File: config.mk
export PLATFORM = sky130hd
export DESIGN_NAME = rv32f_ext_top
export DESIGN_NICKNAME = d
export VERILOG_FILES = /design/src/rv32f_isa_pkg.sv /design/src/rv32f_ops_pkg.sv /design/src/rv32f_decode.sv /design/src/rv32f_fp_regfile.sv /design/src/rv32f_execute.sv /design/src/rv32f_result.sv /design/src/rv32f_ext_top.sv
export VERILOG_INCLUDE_DIRS = /design/src /design/src/src
export SDC_FILE = /design/constraint.sdc
export NUM_CORES = 2
export LEC_CHECK = 0
export ABC_AREA = 0
export BUFFER_PORTS_ARGS = -buffer_cell sky130_fd_sc_hd__clkbuf_2
export CAP_MARGIN = 25
export CORE_MARGIN = 1
export CORE_UTILIZATION = 25
export CTS_BUF_LIST = sky130_fd_sc_hd__clkbuf_2 sky130_fd_sc_hd__clkbuf_4 sky130_fd_sc_hd__clkbuf_8
export CTS_CLUSTER_DIAMETER = 40
export CTS_CLUSTER_SIZE = 28
export DETAILED_ROUTE_END_ITERATION = 6
export SYNTH_ARGS = -nofsm -noshare
export SYNTH_HDL_FRONTEND = slang
export SYNTH_SLANG_ARGS = --single-unit
File: constraint.sdc
create_clock -name CLK -period 44.1 [get_ports CLK]
set_input_delay 4.41 -clock CLK [delete_from_list [all_inputs] [get_ports CLK]]
set_output_delay 4.41 -clock CLK [all_outputs]
set_load 0.02 [all_outputs]
File: src/rv32f_cfg.svh
/*
 * build-wide sizes for the rv32f extension
 * register count, data width, canonical quiet nan
 */
`ifndef RV32F_CFG_SVH
`define RV32F_CFG_SVH

// f0..f31
`define RV32F_NREGS 32

// single precision only
`define RV32F_FLEN 32

// sign 0, exp all ones, quiet bit set
`define RV32F_CANON_NAN 32'h7FC0_0000

`endif

File: src/rv32f_isa_pkg.sv
/*
 * rv32f instruction encodings
 * plus one union giving r/i/s views of the same word
 */
`default_nettype none

package rv32f_isa_pkg;

  // major opcodes
  localparam logic [6:0] OPC_LOAD_FP  = 7'b000_0111;  // flw
  localparam logic [6:0] OPC_STORE_FP = 7'b010_0111;  // fsw
  localparam logic [6:0] OPC_OP_FP    = 7'b101_0011;  // op-fp

  // funct7, fmt field S (bits 26:25 = 00)
  localparam logic [6:0] F7_FADD  = 7'b000_0000;
  localparam logic [6:0] F7_FSUB  = 7'b000_0100;
  localparam logic [6:0] F7_FMUL  = 7'b000_1000;
  localparam logic [6:0] F7_FSGNJ = 7'b001_0000;

  // funct3 under F7_FSGNJ
  localparam logic [2:0] F3_SGNJ  = 3'b000;
  localparam logic [2:0] F3_SGNJN = 3'b001;
  localparam logic [2:0] F3_SGNJX = 3'b010;

  localparam logic [2:0] W_WIDTH = 3'b010;  // word width for flw/fsw

  typedef struct packed {
    logic [6:0] funct7;
    logic [4:0] rs2;
    logic [4:0] rs1;
    logic [2:0] funct3;
    logic [4:0] rd;
    logic [6:0] opcode;
  } r_fmt_t;

  typedef struct packed {
    logic [11:0] imm;  // offset, used by host agu
    logic [4:0]  rs1;
    logic [2:0]  funct3;
    logic [4:0]  rd;
    logic [6:0]  opcode;
  } i_fmt_t;

  typedef struct packed {
    logic [6:0] imm_hi;
    logic [4:0] rs2;    // data register for fsw
    logic [4:0] rs1;
    logic [2:0] funct3;
    logic [4:0] imm_lo;
    logic [6:0] opcode;
  } s_fmt_t;

  typedef union packed {
    r_fmt_t r_fmt;
    i_fmt_t i_fmt;
    s_fmt_t s_fmt;
  } instr_word_u;

endpackage

`default_nettype wire

File: src/rv32f_ops_pkg.sv
/*
 * internal op codes passed down the pipe and fflags bit layout
 */
`default_nettype none

package rv32f_ops_pkg;

  typedef enum logic [3:0] {
    OP_NONE,
    OP_LOAD,
    OP_STORE,
    OP_ADD,
    OP_SUB,
    OP_MUL,
    OP_SGNJ,
    OP_SGNJN,
    OP_SGNJX
  } fp_op_e;

  // fflags positions, DZ (bit 3) never raised here
  localparam int FLAG_NX = 0;
  localparam int FLAG_UF = 1;
  localparam int FLAG_OF = 2;
  localparam int FLAG_NV = 4;

  // ops that land in an f register
  function automatic logic writes_fpr(fp_op_e op);
    return op inside {OP_LOAD, OP_ADD, OP_SUB, OP_MUL, OP_SGNJ, OP_SGNJN, OP_SGNJX};
  endfunction

endpackage

`default_nettype wire

File: src/rv32f_decode.sv
/*
 * decode stage, captures a started word and splits it into
 * an internal op, register indices and an illegal mark
 */
`default_nettype none

module rv32f_decode (
  input  logic                  CLK,
  input  logic                  nRST,
  input  logic                  start,
  input  logic [31:0]           instr,
  input  logic [31:0]           load_data,
  output logic                  dx_valid,
  output rv32f_ops_pkg::fp_op_e dx_op,
  output logic [4:0]            dx_rd,
  output logic [4:0]            dx_rs1,
  output logic [4:0]            dx_rs2,
  output logic [31:0]           dx_load_data,
  output logic                  dx_illegal
);
  rv32f_isa_pkg::instr_word_u iw;
  rv32f_ops_pkg::fp_op_e      op_c;
  logic                       illegal_c;
  logic [4:0]                 rd_c, rs1_c, rs2_c;

  assign iw = instr;

  always_comb begin
    op_c      = rv32f_ops_pkg::OP_NONE;
    illegal_c = 1'b0;
    // rd, rs1, rs2 sit at the same bits in every format
    rd_c      = iw.r_fmt.rd;
    rs1_c     = iw.r_fmt.rs1;
    rs2_c     = iw.r_fmt.rs2;
    case (iw.r_fmt.opcode)
      rv32f_isa_pkg::OPC_LOAD_FP: begin
        op_c      = rv32f_ops_pkg::OP_LOAD;  // rs1 is the base, only for the host
        illegal_c = (iw.i_fmt.funct3 != rv32f_isa_pkg::W_WIDTH);
      end
      rv32f_isa_pkg::OPC_STORE_FP: begin
        rd_c      = 5'd0;                     // nothing written
        op_c      = rv32f_ops_pkg::OP_STORE;  // store data from rs2
        illegal_c = (iw.s_fmt.funct3 != rv32f_isa_pkg::W_WIDTH);
      end
      rv32f_isa_pkg::OPC_OP_FP: begin
        case (iw.r_fmt.funct7)
          rv32f_isa_pkg::F7_FADD:  op_c = rv32f_ops_pkg::OP_ADD;
          rv32f_isa_pkg::F7_FSUB:  op_c = rv32f_ops_pkg::OP_SUB;
          rv32f_isa_pkg::F7_FMUL:  op_c = rv32f_ops_pkg::OP_MUL;
          rv32f_isa_pkg::F7_FSGNJ: begin
            case (iw.r_fmt.funct3)
              rv32f_isa_pkg::F3_SGNJ:  op_c = rv32f_ops_pkg::OP_SGNJ;
              rv32f_isa_pkg::F3_SGNJN: op_c = rv32f_ops_pkg::OP_SGNJN;
              rv32f_isa_pkg::F3_SGNJX: op_c = rv32f_ops_pkg::OP_SGNJX;
              default:                 illegal_c = 1'b1;
            endcase
          end
          default: illegal_c = 1'b1;  // div, sqrt, cvt, cmp ...
        endcase
      end
      default: illegal_c = 1'b1;
    endcase
    if (illegal_c) begin
      op_c = rv32f_ops_pkg::OP_NONE;
    end
  end

  always_ff @(posedge CLK, negedge nRST) begin
    if (!nRST) begin
      dx_valid   <= 1'b0;
      dx_illegal <= 1'b0;
      dx_op      <= rv32f_ops_pkg::OP_NONE;
    end else begin
      dx_valid <= start;  // one stage per strobe, never stalls
      if (start) begin
        dx_illegal <= illegal_c;
        dx_op      <= op_c;
      end
    end
  end

  always_ff @(posedge CLK) begin
    if (start) begin
      dx_rd        <= rd_c;
      dx_rs1       <= rs1_c;
      dx_rs2       <= rs2_c;
      dx_load_data <= load_data;
    end
  end

  // host must present a clean word with the strobe
  a_instr_known: assert property (@(posedge CLK) disable iff (!nRST)
    start |-> !$isunknown(instr));

endmodule

`default_nettype wire

File: src/rv32f_fp_regfile.sv
/*
 * floating-point register file
 * async read on two ports, one clocked write port
 */
`default_nettype none
`include "rv32f_cfg.svh"

module rv32f_fp_regfile (
  input  logic        CLK,
  input  logic        nRST,
  input  logic [4:0]  rs1,
  input  logic [4:0]  rs2,
  input  logic        wr_en,
  input  logic [4:0]  wr_addr,
  input  logic [31:0] wr_data,
  output logic [31:0] rdata1,
  output logic [31:0] rdata2
);
  logic [`RV32F_FLEN-1:0] regs [`RV32F_NREGS];  // f0 is a normal register

  always_ff @(posedge CLK, negedge nRST) begin
    if (!nRST) begin
      for (int i = 0; i < `RV32F_NREGS; i++) begin
        regs[i] <= '0;
      end
    end else if (wr_en) begin
      regs[wr_addr] <= wr_data;
    end
  end

  // no internal bypass, execute forwards from result instead
  assign rdata1 = regs[rs1];
  assign rdata2 = regs[rs2];

endmodule

`default_nettype wire

File: src/rv32f_execute.sv
/*
 * execute stage, forwarded operand select, fadd/fsub/fmul with rtz,
 * sign injection and load/store data, registered toward result
 */
`default_nettype none
`include "rv32f_cfg.svh"

module rv32f_execute (
  input  logic                  CLK,
  input  logic                  nRST,
  input  logic                  dx_valid,
  input  rv32f_ops_pkg::fp_op_e dx_op,
  input  logic [4:0]            dx_rd,
  input  logic [4:0]            dx_rs1,
  input  logic [4:0]            dx_rs2,
  input  logic [31:0]           dx_load_data,
  input  logic                  dx_illegal,
  input  logic [31:0]           rdata1,
  input  logic [31:0]           rdata2,
  input  logic                  fwd_en,
  input  logic [4:0]            fwd_addr,
  input  logic [31:0]           fwd_data,
  output logic [4:0]            rd_idx1,
  output logic [4:0]            rd_idx2,
  output logic                  ex_valid,
  output logic                  ex_write,
  output logic                  ex_store,
  output logic                  ex_illegal,
  output logic [4:0]            ex_rd,
  output logic [31:0]           ex_value,
  output logic [4:0]            ex_flags
);
  logic [31:0] op_a, op_b;
  logic        a_zero, b_zero, a_spec, b_spec, is_mul, sb_eff;
  logic        swap, eff_sub, add_sign;   // add/sub path
  logic [7:0]  e_big, e_diff;
  logic [23:0] m_big, m_small;
  logic [53:0] y_wide;
  logic [26:0] y_al;
  logic [27:0] sum, sum_n;
  logic [4:0]  lead;
  logic [9:0]  add_exp;
  logic [47:0] prod;                      // mul path
  logic [9:0]  mul_exp;
  logic        r_sign, r_inx;             // shared pack
  logic [9:0]  r_exp;
  logic [22:0] r_frac;
  logic [31:0] arith_val, value_c;
  logic [4:0]  arith_flags, flags_c;

  assign rd_idx1 = dx_rs1;
  assign rd_idx2 = dx_rs2;
  // result is writing this cycle, regfile not updated yet
  assign op_a = (fwd_en && fwd_addr == dx_rs1) ? fwd_data : rdata1;
  assign op_b = (fwd_en && fwd_addr == dx_rs2) ? fwd_data : rdata2;

  assign a_zero = (op_a[30:23] == 8'h00);  // denormals flushed
  assign b_zero = (op_b[30:23] == 8'h00);
  assign a_spec = (op_a[30:23] == 8'hFF);  // inf or nan
  assign b_spec = (op_b[30:23] == 8'hFF);
  assign is_mul = (dx_op == rv32f_ops_pkg::OP_MUL);
  assign sb_eff = op_b[31] ^ (dx_op == rv32f_ops_pkg::OP_SUB);

  // align smaller magnitude, 2 guard bits + sticky below the mantissa
  always_comb begin
    swap     = (op_b[30:0] > op_a[30:0]);
    eff_sub  = op_a[31] ^ sb_eff;
    add_sign = swap ? sb_eff : op_a[31];
    e_big    = swap ? op_b[30:23] : op_a[30:23];
    e_diff   = swap ? op_b[30:23] - op_a[30:23] : op_a[30:23] - op_b[30:23];
    m_big    = swap ? {1'b1, op_b[22:0]} : {1'b1, op_a[22:0]};
    m_small  = swap ? {1'b1, op_a[22:0]} : {1'b1, op_b[22:0]};
    y_wide   = {m_small, 30'd0} >> e_diff;
    y_al     = y_wide[53:27];
    y_al[0]  = y_al[0] | (|y_wide[26:0]) | (e_diff > 8'd53);  // sticky
    sum      = eff_sub ? {1'b0, m_big, 3'b000} - {1'b0, y_al}
                       : {1'b0, m_big, 3'b000} + {1'b0, y_al};
    lead     = 5'd0;
    for (int i = 0; i < 28; i++) begin
      if (sum[i]) begin
        lead = 5'(i);  // topmost set bit wins
      end
    end
    sum_n    = sum << (5'd27 - lead);  // leading one to bit 27
    add_exp  = {2'b00, e_big} + {5'd0, lead} - 10'd26;
  end

  always_comb begin
    prod    = {1'b1, op_a[22:0]} * {1'b1, op_b[22:0]};  // 1.x * 1.x, in [1,4)
    mul_exp = {2'b00, op_a[30:23]} + {2'b00, op_b[30:23]} - 10'd127 + {9'd0, prod[47]};
  end

  // special cases, then overflow / underflow / truncate
  always_comb begin
    r_sign = is_mul ? op_a[31] ^ op_b[31] : add_sign;
    r_exp  = is_mul ? mul_exp : add_exp;
    if (is_mul) begin
      r_frac = prod[47] ? prod[46:24] : prod[45:23];
      r_inx  = prod[47] ? |prod[23:0] : |prod[22:0];
    end else begin
      r_frac = sum_n[26:4];
      r_inx  = |sum_n[3:0];
    end
    arith_flags = 5'd0;
    if (a_spec || b_spec) begin
      arith_val = `RV32F_CANON_NAN;
      arith_flags[rv32f_ops_pkg::FLAG_NV] = 1'b1;
    end else if (is_mul && (a_zero || b_zero)) begin
      arith_val = {r_sign, 31'd0};
    end else if (!is_mul && a_zero && b_zero) begin
      arith_val = {op_a[31] & sb_eff, 31'd0};  // -0 only from -0 + -0
    end else if (!is_mul && a_zero) begin
      arith_val = {sb_eff, op_b[30:0]};
    end else if (!is_mul && b_zero) begin
      arith_val = op_a;
    end else if (!is_mul && sum == 28'd0) begin
      arith_val = 32'd0;  // exact cancellation is +0 under rtz
    end else if (!r_exp[9] && r_exp > 10'd254) begin
      arith_val = {r_sign, 8'hFE, 23'h7F_FFFF};  // rtz clamps to max finite
      arith_flags[rv32f_ops_pkg::FLAG_OF] = 1'b1;
      arith_flags[rv32f_ops_pkg::FLAG_NX] = 1'b1;
    end else if (r_exp[9] || r_exp == 10'd0) begin
      arith_val = {r_sign, 31'd0};  // flush, no denormal outputs
      arith_flags[rv32f_ops_pkg::FLAG_UF] = 1'b1;
      arith_flags[rv32f_ops_pkg::FLAG_NX] = 1'b1;
    end else begin
      arith_val = {r_sign, r_exp[7:0], r_frac};
      arith_flags[rv32f_ops_pkg::FLAG_NX] = r_inx;
    end
  end

  always_comb begin
    flags_c = 5'd0;
    case (dx_op)
      rv32f_ops_pkg::OP_LOAD:  value_c = dx_load_data;
      rv32f_ops_pkg::OP_STORE: value_c = op_b;
      rv32f_ops_pkg::OP_SGNJ:  value_c = {op_b[31], op_a[30:0]};
      rv32f_ops_pkg::OP_SGNJN: value_c = {~op_b[31], op_a[30:0]};
      rv32f_ops_pkg::OP_SGNJX: value_c = {op_a[31] ^ op_b[31], op_a[30:0]};
      rv32f_ops_pkg::OP_ADD, rv32f_ops_pkg::OP_SUB, rv32f_ops_pkg::OP_MUL: begin
        value_c = arith_val;
        flags_c = arith_flags;
      end
      default: value_c = 32'd0;
    endcase
  end

  always_ff @(posedge CLK, negedge nRST) begin
    if (!nRST) begin
      ex_valid   <= 1'b0;
      ex_write   <= 1'b0;
      ex_store   <= 1'b0;
      ex_illegal <= 1'b0;
    end else begin
      ex_valid   <= dx_valid;
      ex_illegal <= dx_valid & dx_illegal;
      ex_write   <= dx_valid & rv32f_ops_pkg::writes_fpr(dx_op);
      ex_store   <= dx_valid & (dx_op == rv32f_ops_pkg::OP_STORE);
    end
  end

  always_ff @(posedge CLK) begin
    ex_rd    <= dx_rd;
    ex_value <= value_c;
    ex_flags <= flags_c;
  end

  a_wr_st_excl: assert property (@(posedge CLK) disable iff (!nRST)
    !(ex_write && ex_store));

endmodule

`default_nettype wire

File: src/rv32f_result.sv
/*
 * result / writeback stage, regfile write, store data out,
 * sticky fflags and the done / illegal pulses
 */
`default_nettype none

module rv32f_result (
  input  logic        CLK,
  input  logic        nRST,
  input  logic        ex_valid,
  input  logic        ex_write,
  input  logic        ex_store,
  input  logic        ex_illegal,
  input  logic [4:0]  ex_rd,
  input  logic [31:0] ex_value,
  input  logic [4:0]  ex_flags,
  output logic        wr_en,
  output logic [4:0]  wr_addr,
  output logic [31:0] wr_data,
  output logic        done,
  output logic        illegal,
  output logic        store_valid,
  output logic [31:0] store_data,
  output logic [4:0]  fflags
);
  // regfile takes it on the next edge, also the forwarding source
  assign wr_en   = ex_write;
  assign wr_addr = ex_rd;
  assign wr_data = ex_value;

  always_ff @(posedge CLK, negedge nRST) begin
    if (!nRST) begin
      done        <= 1'b0;
      illegal     <= 1'b0;
      store_valid <= 1'b0;
      fflags      <= 5'd0;
    end else begin
      done        <= ex_write | ex_store;  // every legal op writes or stores
      illegal     <= ex_illegal;
      store_valid <= ex_store;
      if (ex_valid) begin
        fflags <= fflags | ex_flags;  // sticky, no csr clear path
      end
    end
  end

  always_ff @(posedge CLK) begin
    if (ex_store) begin
      store_data <= ex_value;
    end
  end

  a_done_xor_ill: assert property (@(posedge CLK) disable iff (!nRST)
    !(done && illegal));

endmodule

`default_nettype wire

File: src/rv32f_ext_top.sv
/*
 * rv32f extension top, decode -> execute -> result
 * around the fp register file
 */
`default_nettype none
`include "rv32f_cfg.svh"

module rv32f_ext_top (
  input  logic        CLK,
  input  logic        nRST,
  input  logic        start,
  input  logic [31:0] instr,
  input  logic [31:0] load_data,
  output logic        done,
  output logic        illegal,
  output logic        store_valid,
  output logic [31:0] store_data,
  output logic [4:0]  fflags
);
  // decode -> execute
  logic                   dx_valid, dx_illegal;
  rv32f_ops_pkg::fp_op_e  dx_op;
  logic [4:0]             dx_rd, dx_rs1, dx_rs2;
  logic [`RV32F_FLEN-1:0] dx_load_data;
  // execute <-> regfile
  logic [4:0]             rd_idx1, rd_idx2;
  logic [`RV32F_FLEN-1:0] rdata1, rdata2;
  // execute -> result
  logic                   ex_valid, ex_write, ex_store, ex_illegal;
  logic [4:0]             ex_rd, ex_flags;
  logic [`RV32F_FLEN-1:0] ex_value;
  // result -> regfile, and forward path
  logic                   wr_en;
  logic [4:0]             wr_addr;
  logic [`RV32F_FLEN-1:0] wr_data;

  rv32f_decode u_decode (.*);

  rv32f_execute u_execute (
    .fwd_en   (wr_en),
    .fwd_addr (wr_addr),
    .fwd_data (wr_data),
    .*
  );

  rv32f_fp_regfile u_regfile (
    .rs1 (rd_idx1),
    .rs2 (rd_idx2),
    .*
  );

  rv32f_result u_result (.*);

endmodule

`default_nettype wire

* Word-level counts from Yosys, hierarchy flattened
Index checks and enable logic that the tools add are counted.
W data, S select, Z words.
** Cells by class
- Shift-type cells :: 2
- Muxes and demuxes :: 71
- Reductions and logical operators :: 31
- Add/sub/neg operators :: 10
- Multipliers :: 1
- Bitwise gates (word level) :: 16
- Magnitude comparators :: 7
- Equality and inequality tests :: 21
** Operators by type and width (count)
- $bwmux W1024 :: 1
- $mux W32 :: 13
- $bmux W32 S5 :: 2
- $pmux W32 S6 :: 1
- $demux W32 S5 :: 1
- $mux W5 :: 26
- $mux W23 :: 4
- $mux W31 :: 2
- $shr A54 B8 Y54 :: 1
- $mul A24 B24 Y48 :: 1
- $gt A31 B31 Y1 :: 1
- $add A27 B27 Y28 :: 1
- $logic_not A28 Y1 :: 1
- $mux W28 :: 1
- $shl A28 B5 Y27 :: 1
- $sub A27 B27 Y28 :: 1
- $reduce_or A27 Y1 :: 1
- $pmux W4 S3 :: 2
- $reduce_or A24 Y1 :: 1
- $reduce_or A23 Y1 :: 1
- $ge A6 B6 Y1 const B :: 3
- $not A5 Y6 :: 3
- $eq A4 B3 Y1 const B :: 4
- $eq A8 B8 Y1 const B :: 2
- other kinds (46) :: 84
** Storage, ports and cells
- Word-level logic and storage cells :: 213
- Flip-flop bits (word level) :: 1163
- Bits of input ports :: 67

* Logic depth before layout (Yosys ltp)
- Depth after elaboration :: 54
- Gate-level depth with buffers :: 82
- Gate-level depth less buffers :: 64

* Modules after synthesis
From an unflattened synthesis, not the netlist that was laid out.
** Unflattened totals
- Cell total of the unflattened synthesis :: 8976
- Area, all modules :: 92226.0 µm²
** Modules (own cells, without submodules)
- rv32f_fp_regfile :: area an instance 56245.2 µm², sequential area each 25624.6 µm², times used 1, cells an instance 4605
- rv32f_execute :: area an instance 32628.8 µm², sequential area each 920.9 µm², times used 1, cells an instance 4192
- rv32f_decode :: area an instance 1861.8 µm², sequential area each 1561.5 µm², times used 1, cells an instance 95
- rv32f_result :: area an instance 1490.2 µm², sequential area each 1161.1 µm², times used 1, cells an instance 84

* Worst setup path before layout
No wires, ideal clock.
- Path type :: flip-flop to flip-flop
- From :: register u_decode.dx_rs2[0]
- To :: register u_execute.ex_value[21]
- Library setup time :: 79 ps
- Arrival time :: 15679 ps
- Path slack :: 28342 ps
- Stages on the path, launching flop included :: 80
- Period minus slack after synthesis :: 15758 ps
- Cells stage by stage :: edfxtp_1 -> buf_6 -> buf_8 -> buf_8 -> buf_8 -> buf_8 -> buf_8 -> buf_6 -> buf_2 -> clkbuf_1 -> buf_2 -> buf_1 -> mux4_2 -> mux4_2 -> mux2i_1 -> nor2_1 -> a21oi_1 -> inv_1 -> [44 not listed] -> fa_1 -> a21o_1 -> a21oi_1 -> nor2b_1 -> o21a_1 -> xor2_1 -> nor3_1 -> nand2_1 -> o31ai_1 -> a211o_1 -> o21bai_1 -> nor2b_1 -> clkbuf_1 -> nor2_1 -> a221o_1 -> nor3_1 -> o31ai_1 -> o211ai_1
** Between the ends
- Cells in the longest elaborated chain, start to end :: 54
- Elaborated cells between the ends (all ways) :: 85
** Ends and longest elaborated chain
- from (decl) :: RTL line rv32f_decode.sv:17 : output logic [4:0] dx_rs2,
- from (signal assigned) :: RTL line rv32f_decode.sv:86 : dx_rs2 <= rs2_c;
- $not A5 Y6 (implied by the code) :: RTL line rv32f_fp_regfile.sv:33 : assign rdata2 = regs[rs2];
- $bmux W32 S5 :: RTL line rv32f_fp_regfile.sv:33
- $mux W32 (implied by the code) (2 in a row) :: RTL line rv32f_fp_regfile.sv:33
- $mux W32 * :: RTL line rv32f_execute.sv:55 : assign op_b = (fwd_en && fwd_addr == dx_rs2) ? fwd_data : rdata2;
- parallel branches: the longest is 48 deep, another holds $gt A31 B31 Y1
- $pmux W32 S6 * :: RTL line rv32f_execute.sv:134 : case (dx_op)
- to (signal assigned) :: RTL line rv32f_execute.sv:164 : ex_value <= value_c;
- to (decl) :: RTL line rv32f_execute.sv:30 : output logic [31:0] ex_value,
Mark *: on every way between the ends. The select of a mux whose other input is x is not followed.
A chain may end at the register's enable or synchronous reset.

* Worst setup path in the final report
- From :: register u_decode.dx_rs2[0]
- To :: register u_execute.ex_value[5]
Same word-level chain as after synthesis.

==> results.cfg <==
[hold_path]
hold_path.class = reg -> reg

[detailed_routing]
dr.pass1.iters = 7
viasPerCell = 5.322
drcViolationCount = 2
routed_wl_um = 341400
wl_per_cell_um = 25.42
antenna_left = 0
drtIter0Drc = 8283
vias = 71490

[setup_path]
arrival_ns = 20.15
worstSetupPathType = reg -> reg
startpoint_type = register
cp_common_cell = a21oi_1
critPathCaptureType = register
crit_slowest_cell = o32ai_1
path_max_fanout = 85
slowest_delay_ns = 0.83
worstPathRequired_ns = 44.98

[grt]
grtUsageTotal = 0.1800
antenna_found_initial = 13
grt_overflow = 0
first_global_vias = 70890
grt_pass1_wl_um = 496000
grt_max_degree = 160

[sta]
rsz0062_at_grt = false
fin_crit_ns = 19.26
slew_headroom = 0.2148
skew_ns = 0.1319
setup_tns_ns = 0
finalSetupViolCount = 0
max_freq_mhz = 51.92
period_share = 0.4368
slew_viol_final = 0
tightest_slew_ns = 1.163
finalHoldViolCount = 0

[cts]
cts-resized-gates = 0
cts_buffers = 191
clk_pin_slew_ns = 0.08
tritoncts = built
post_cts_buffers = 0
cts_root_buffer = clkbuf_8
cts_htree_levels = 4
cts.path.max_buffers = 3
cts_hold_buf = 0
cts_sinks = 1161
worstSkewPairLatency_ns = 1.07

[finish]
drive_gt1_frac = 0.2335
regArea_sq_um = 29250
area_growth_pct = 10.55
multiInputGateArea_sq_um = 56460
fill_cells = 37890
layout.nets = 9295

[floorplan]
coreArea_sq_um = 365300
dieWidth_um = 607.7
start_util = 0.2511
die_area_sq_um = 369300
rows = 222
num_io_pins = 107
fp.dieH_um = 607.7

[yosys]
synth_area_per_cell_sq_um = 10.66
async_flop_share = 0.8966
syn-cell-area_sq_um = 91710
synth-seq-cells = 1161
ys_warn_count = 0
yosysUniqueCellTypes = 127
ys_seq_area_frac = 0.3189
synth_ff_type = dfrtp_1
syn_nets = 9456
synth_edf_count = 79
syn-instance-count = 8604

[placement]
dp_hpwl_um = 219300
port-buffer-count = 105
gp_congestion = 0.9748

[run]
cap_violations = 0

[run_status]
status = complete, but fails checks
violations = design-rule violations
[layout make-up]
class,instances,area share
multi-input combinational,6055,0.5569
sequential,1161,0.2885
tap,4816,0.05944
clock buffer,218,0.02873
inverter,702,0.02599
timing repair buffer,332,0.02375
clock inverter,143,0.01657
antenna,5,0.0001234
[kinds of logic after synthesis]
kind of cell | Yosys count | synth area share
mux | 1970 | 0.2602
simple gates | 1662 | 0.08191
compound gates | 1533 | 0.1113
buf+inv | 1388 | 0.07071
flops | 1161 | 0.3189
fa+ha+maj | 786 | 0.1471
xor+xnor | 103 | 0.009837
other cells | 1 | 0.00004089
[synth_stat cells, drive strengths merged, types with 38 or more instances]
cell	instances	area, sq um
a21oi	397	2009
nand2	728	2733
a21o	46	345.3
mux4	239	5383
a211oi	43	322.8
o211ai	40	305.3
dfxtp	41	820.8
nor2	455	1723
a31oi	40	271.5
ha	298	3729
dfrtp	1041	26050
a22oi	327	2455
nand3	70	360.3
o22ai	38	237.7
xor2	42	367.9
o21ai	295	1495
mux2	909	10240
clkbuf	359	1441
xnor2	61	534.3
buf	325	2391
nor3	65	330.3
fa	487	9749
mux2i	822	8239
inv	688	2582
nand2b	42	272.8
nor4	54	369.1
edfxtp	79	2372
[state kept, by name, summed over array words and instances, names as in the netlist, 4 cells and up]
name and count:
u_regfile.regs 1024, u_decode.dx_load_data 32, u_execute.ex_value 32, u_result.store_data 32
u_decode.dx_rd 5, u_decode.dx_rs1 5, u_decode.dx_rs2 5, u_execute.ex_rd 5
u_decode.dx_op 4, u_execute.ex_flags 4, u_result.fflags 4
[cells in the final DEF, fill, tap and decap left out, drive strengths merged, types with 42 or more instances in the layout]
cell type and instances:
mux2i 822, nand2b 42, nor4 54, nor2 455, a21o 46, edfxtp 79, nand3 70, mux2 909
nor3 65, dfrtp 1041, a22oi 327, nand2 728, clkinv 61, o21ai 295, ha 298, clkbuf 321
a21oi 397, buf 229, xnor2 61, fa 487, a211oi 43, inv 732, xor2 42, mux4 239
[worst paths after layout]
kind                       depth (start not counted)                                to                             from  slack, ns
max reg2reg                                       59  u_execute.ex_value[5]$_SDFF_PN0_     u_decode.dx_rs2[0]$_DFFE_PP_      24.84
min in group asynchronous                          1   u_regfile.regs[954]$_DFFE_PN0P_                             nRST       3.48
max in group asynchronous                          4   u_regfile.regs[362]$_DFFE_PN0P_                             nRST      37.82
max                                               59  u_execute.ex_value[5]$_SDFF_PN0_     u_decode.dx_rs2[0]$_DFFE_PP_      24.84
min reg2reg                                        0        u_execute.ex_rd[0]$_DFF_P_  u_decode.dx_rd[0]$_SDFFCE_PP0P_       0.34
min                                                0        u_execute.ex_rd[0]$_DFF_P_  u_decode.dx_rd[0]$_SDFFCE_PP0P_       0.34
[routing by layer]
| layer | share of wire | global-route usage | vias up |
|---|---|---|---|
| met3 | 0.083 | 0.03016 | 878 |
| met4 | 0.061 | 0.09711 | 2 |
| met2 | 0.44 | 0.2794 | 3667 |
| li1 | - | - | 30290 |
| met5 | 0.000038 | 0 | - |
| met1 | 0.41 | 0.2387 | 36650 |
[stage by stage]
stage	utilization	area [sq um]	hold slack (ns)	instances	setup WS [ns]
floorplan	-	91710	0.3233	8604	28.34
global placement	0.2645	96610	0.3267	13060	25.62
detailed placement	0.2646	96650	0.3293	13060	25.44
CTS	0.2772	101200	0.3446	13420	25.30
global route	0.2776	101400	0.3592	13430	23.23
finish	0.2776	101400	0.3428	13430	24.84
[worst max-delay path, delay by kind of cell, from the launching register on]
family,cells,cell delay (ns)
xor gates and xnor gates,1,0.19
muxes,2,0.67
buffers and inverters,7,3.49
and+or+nand+nor,17,4.58
adders and majority gates,4,1.44
AOI/OAI and AO/OA,28,8.11
DFF,1,0.40
Power is left out: the tool's default activity adds up to more than one toggle a clock period on the data nets, which glitch-free logic cannot reach.
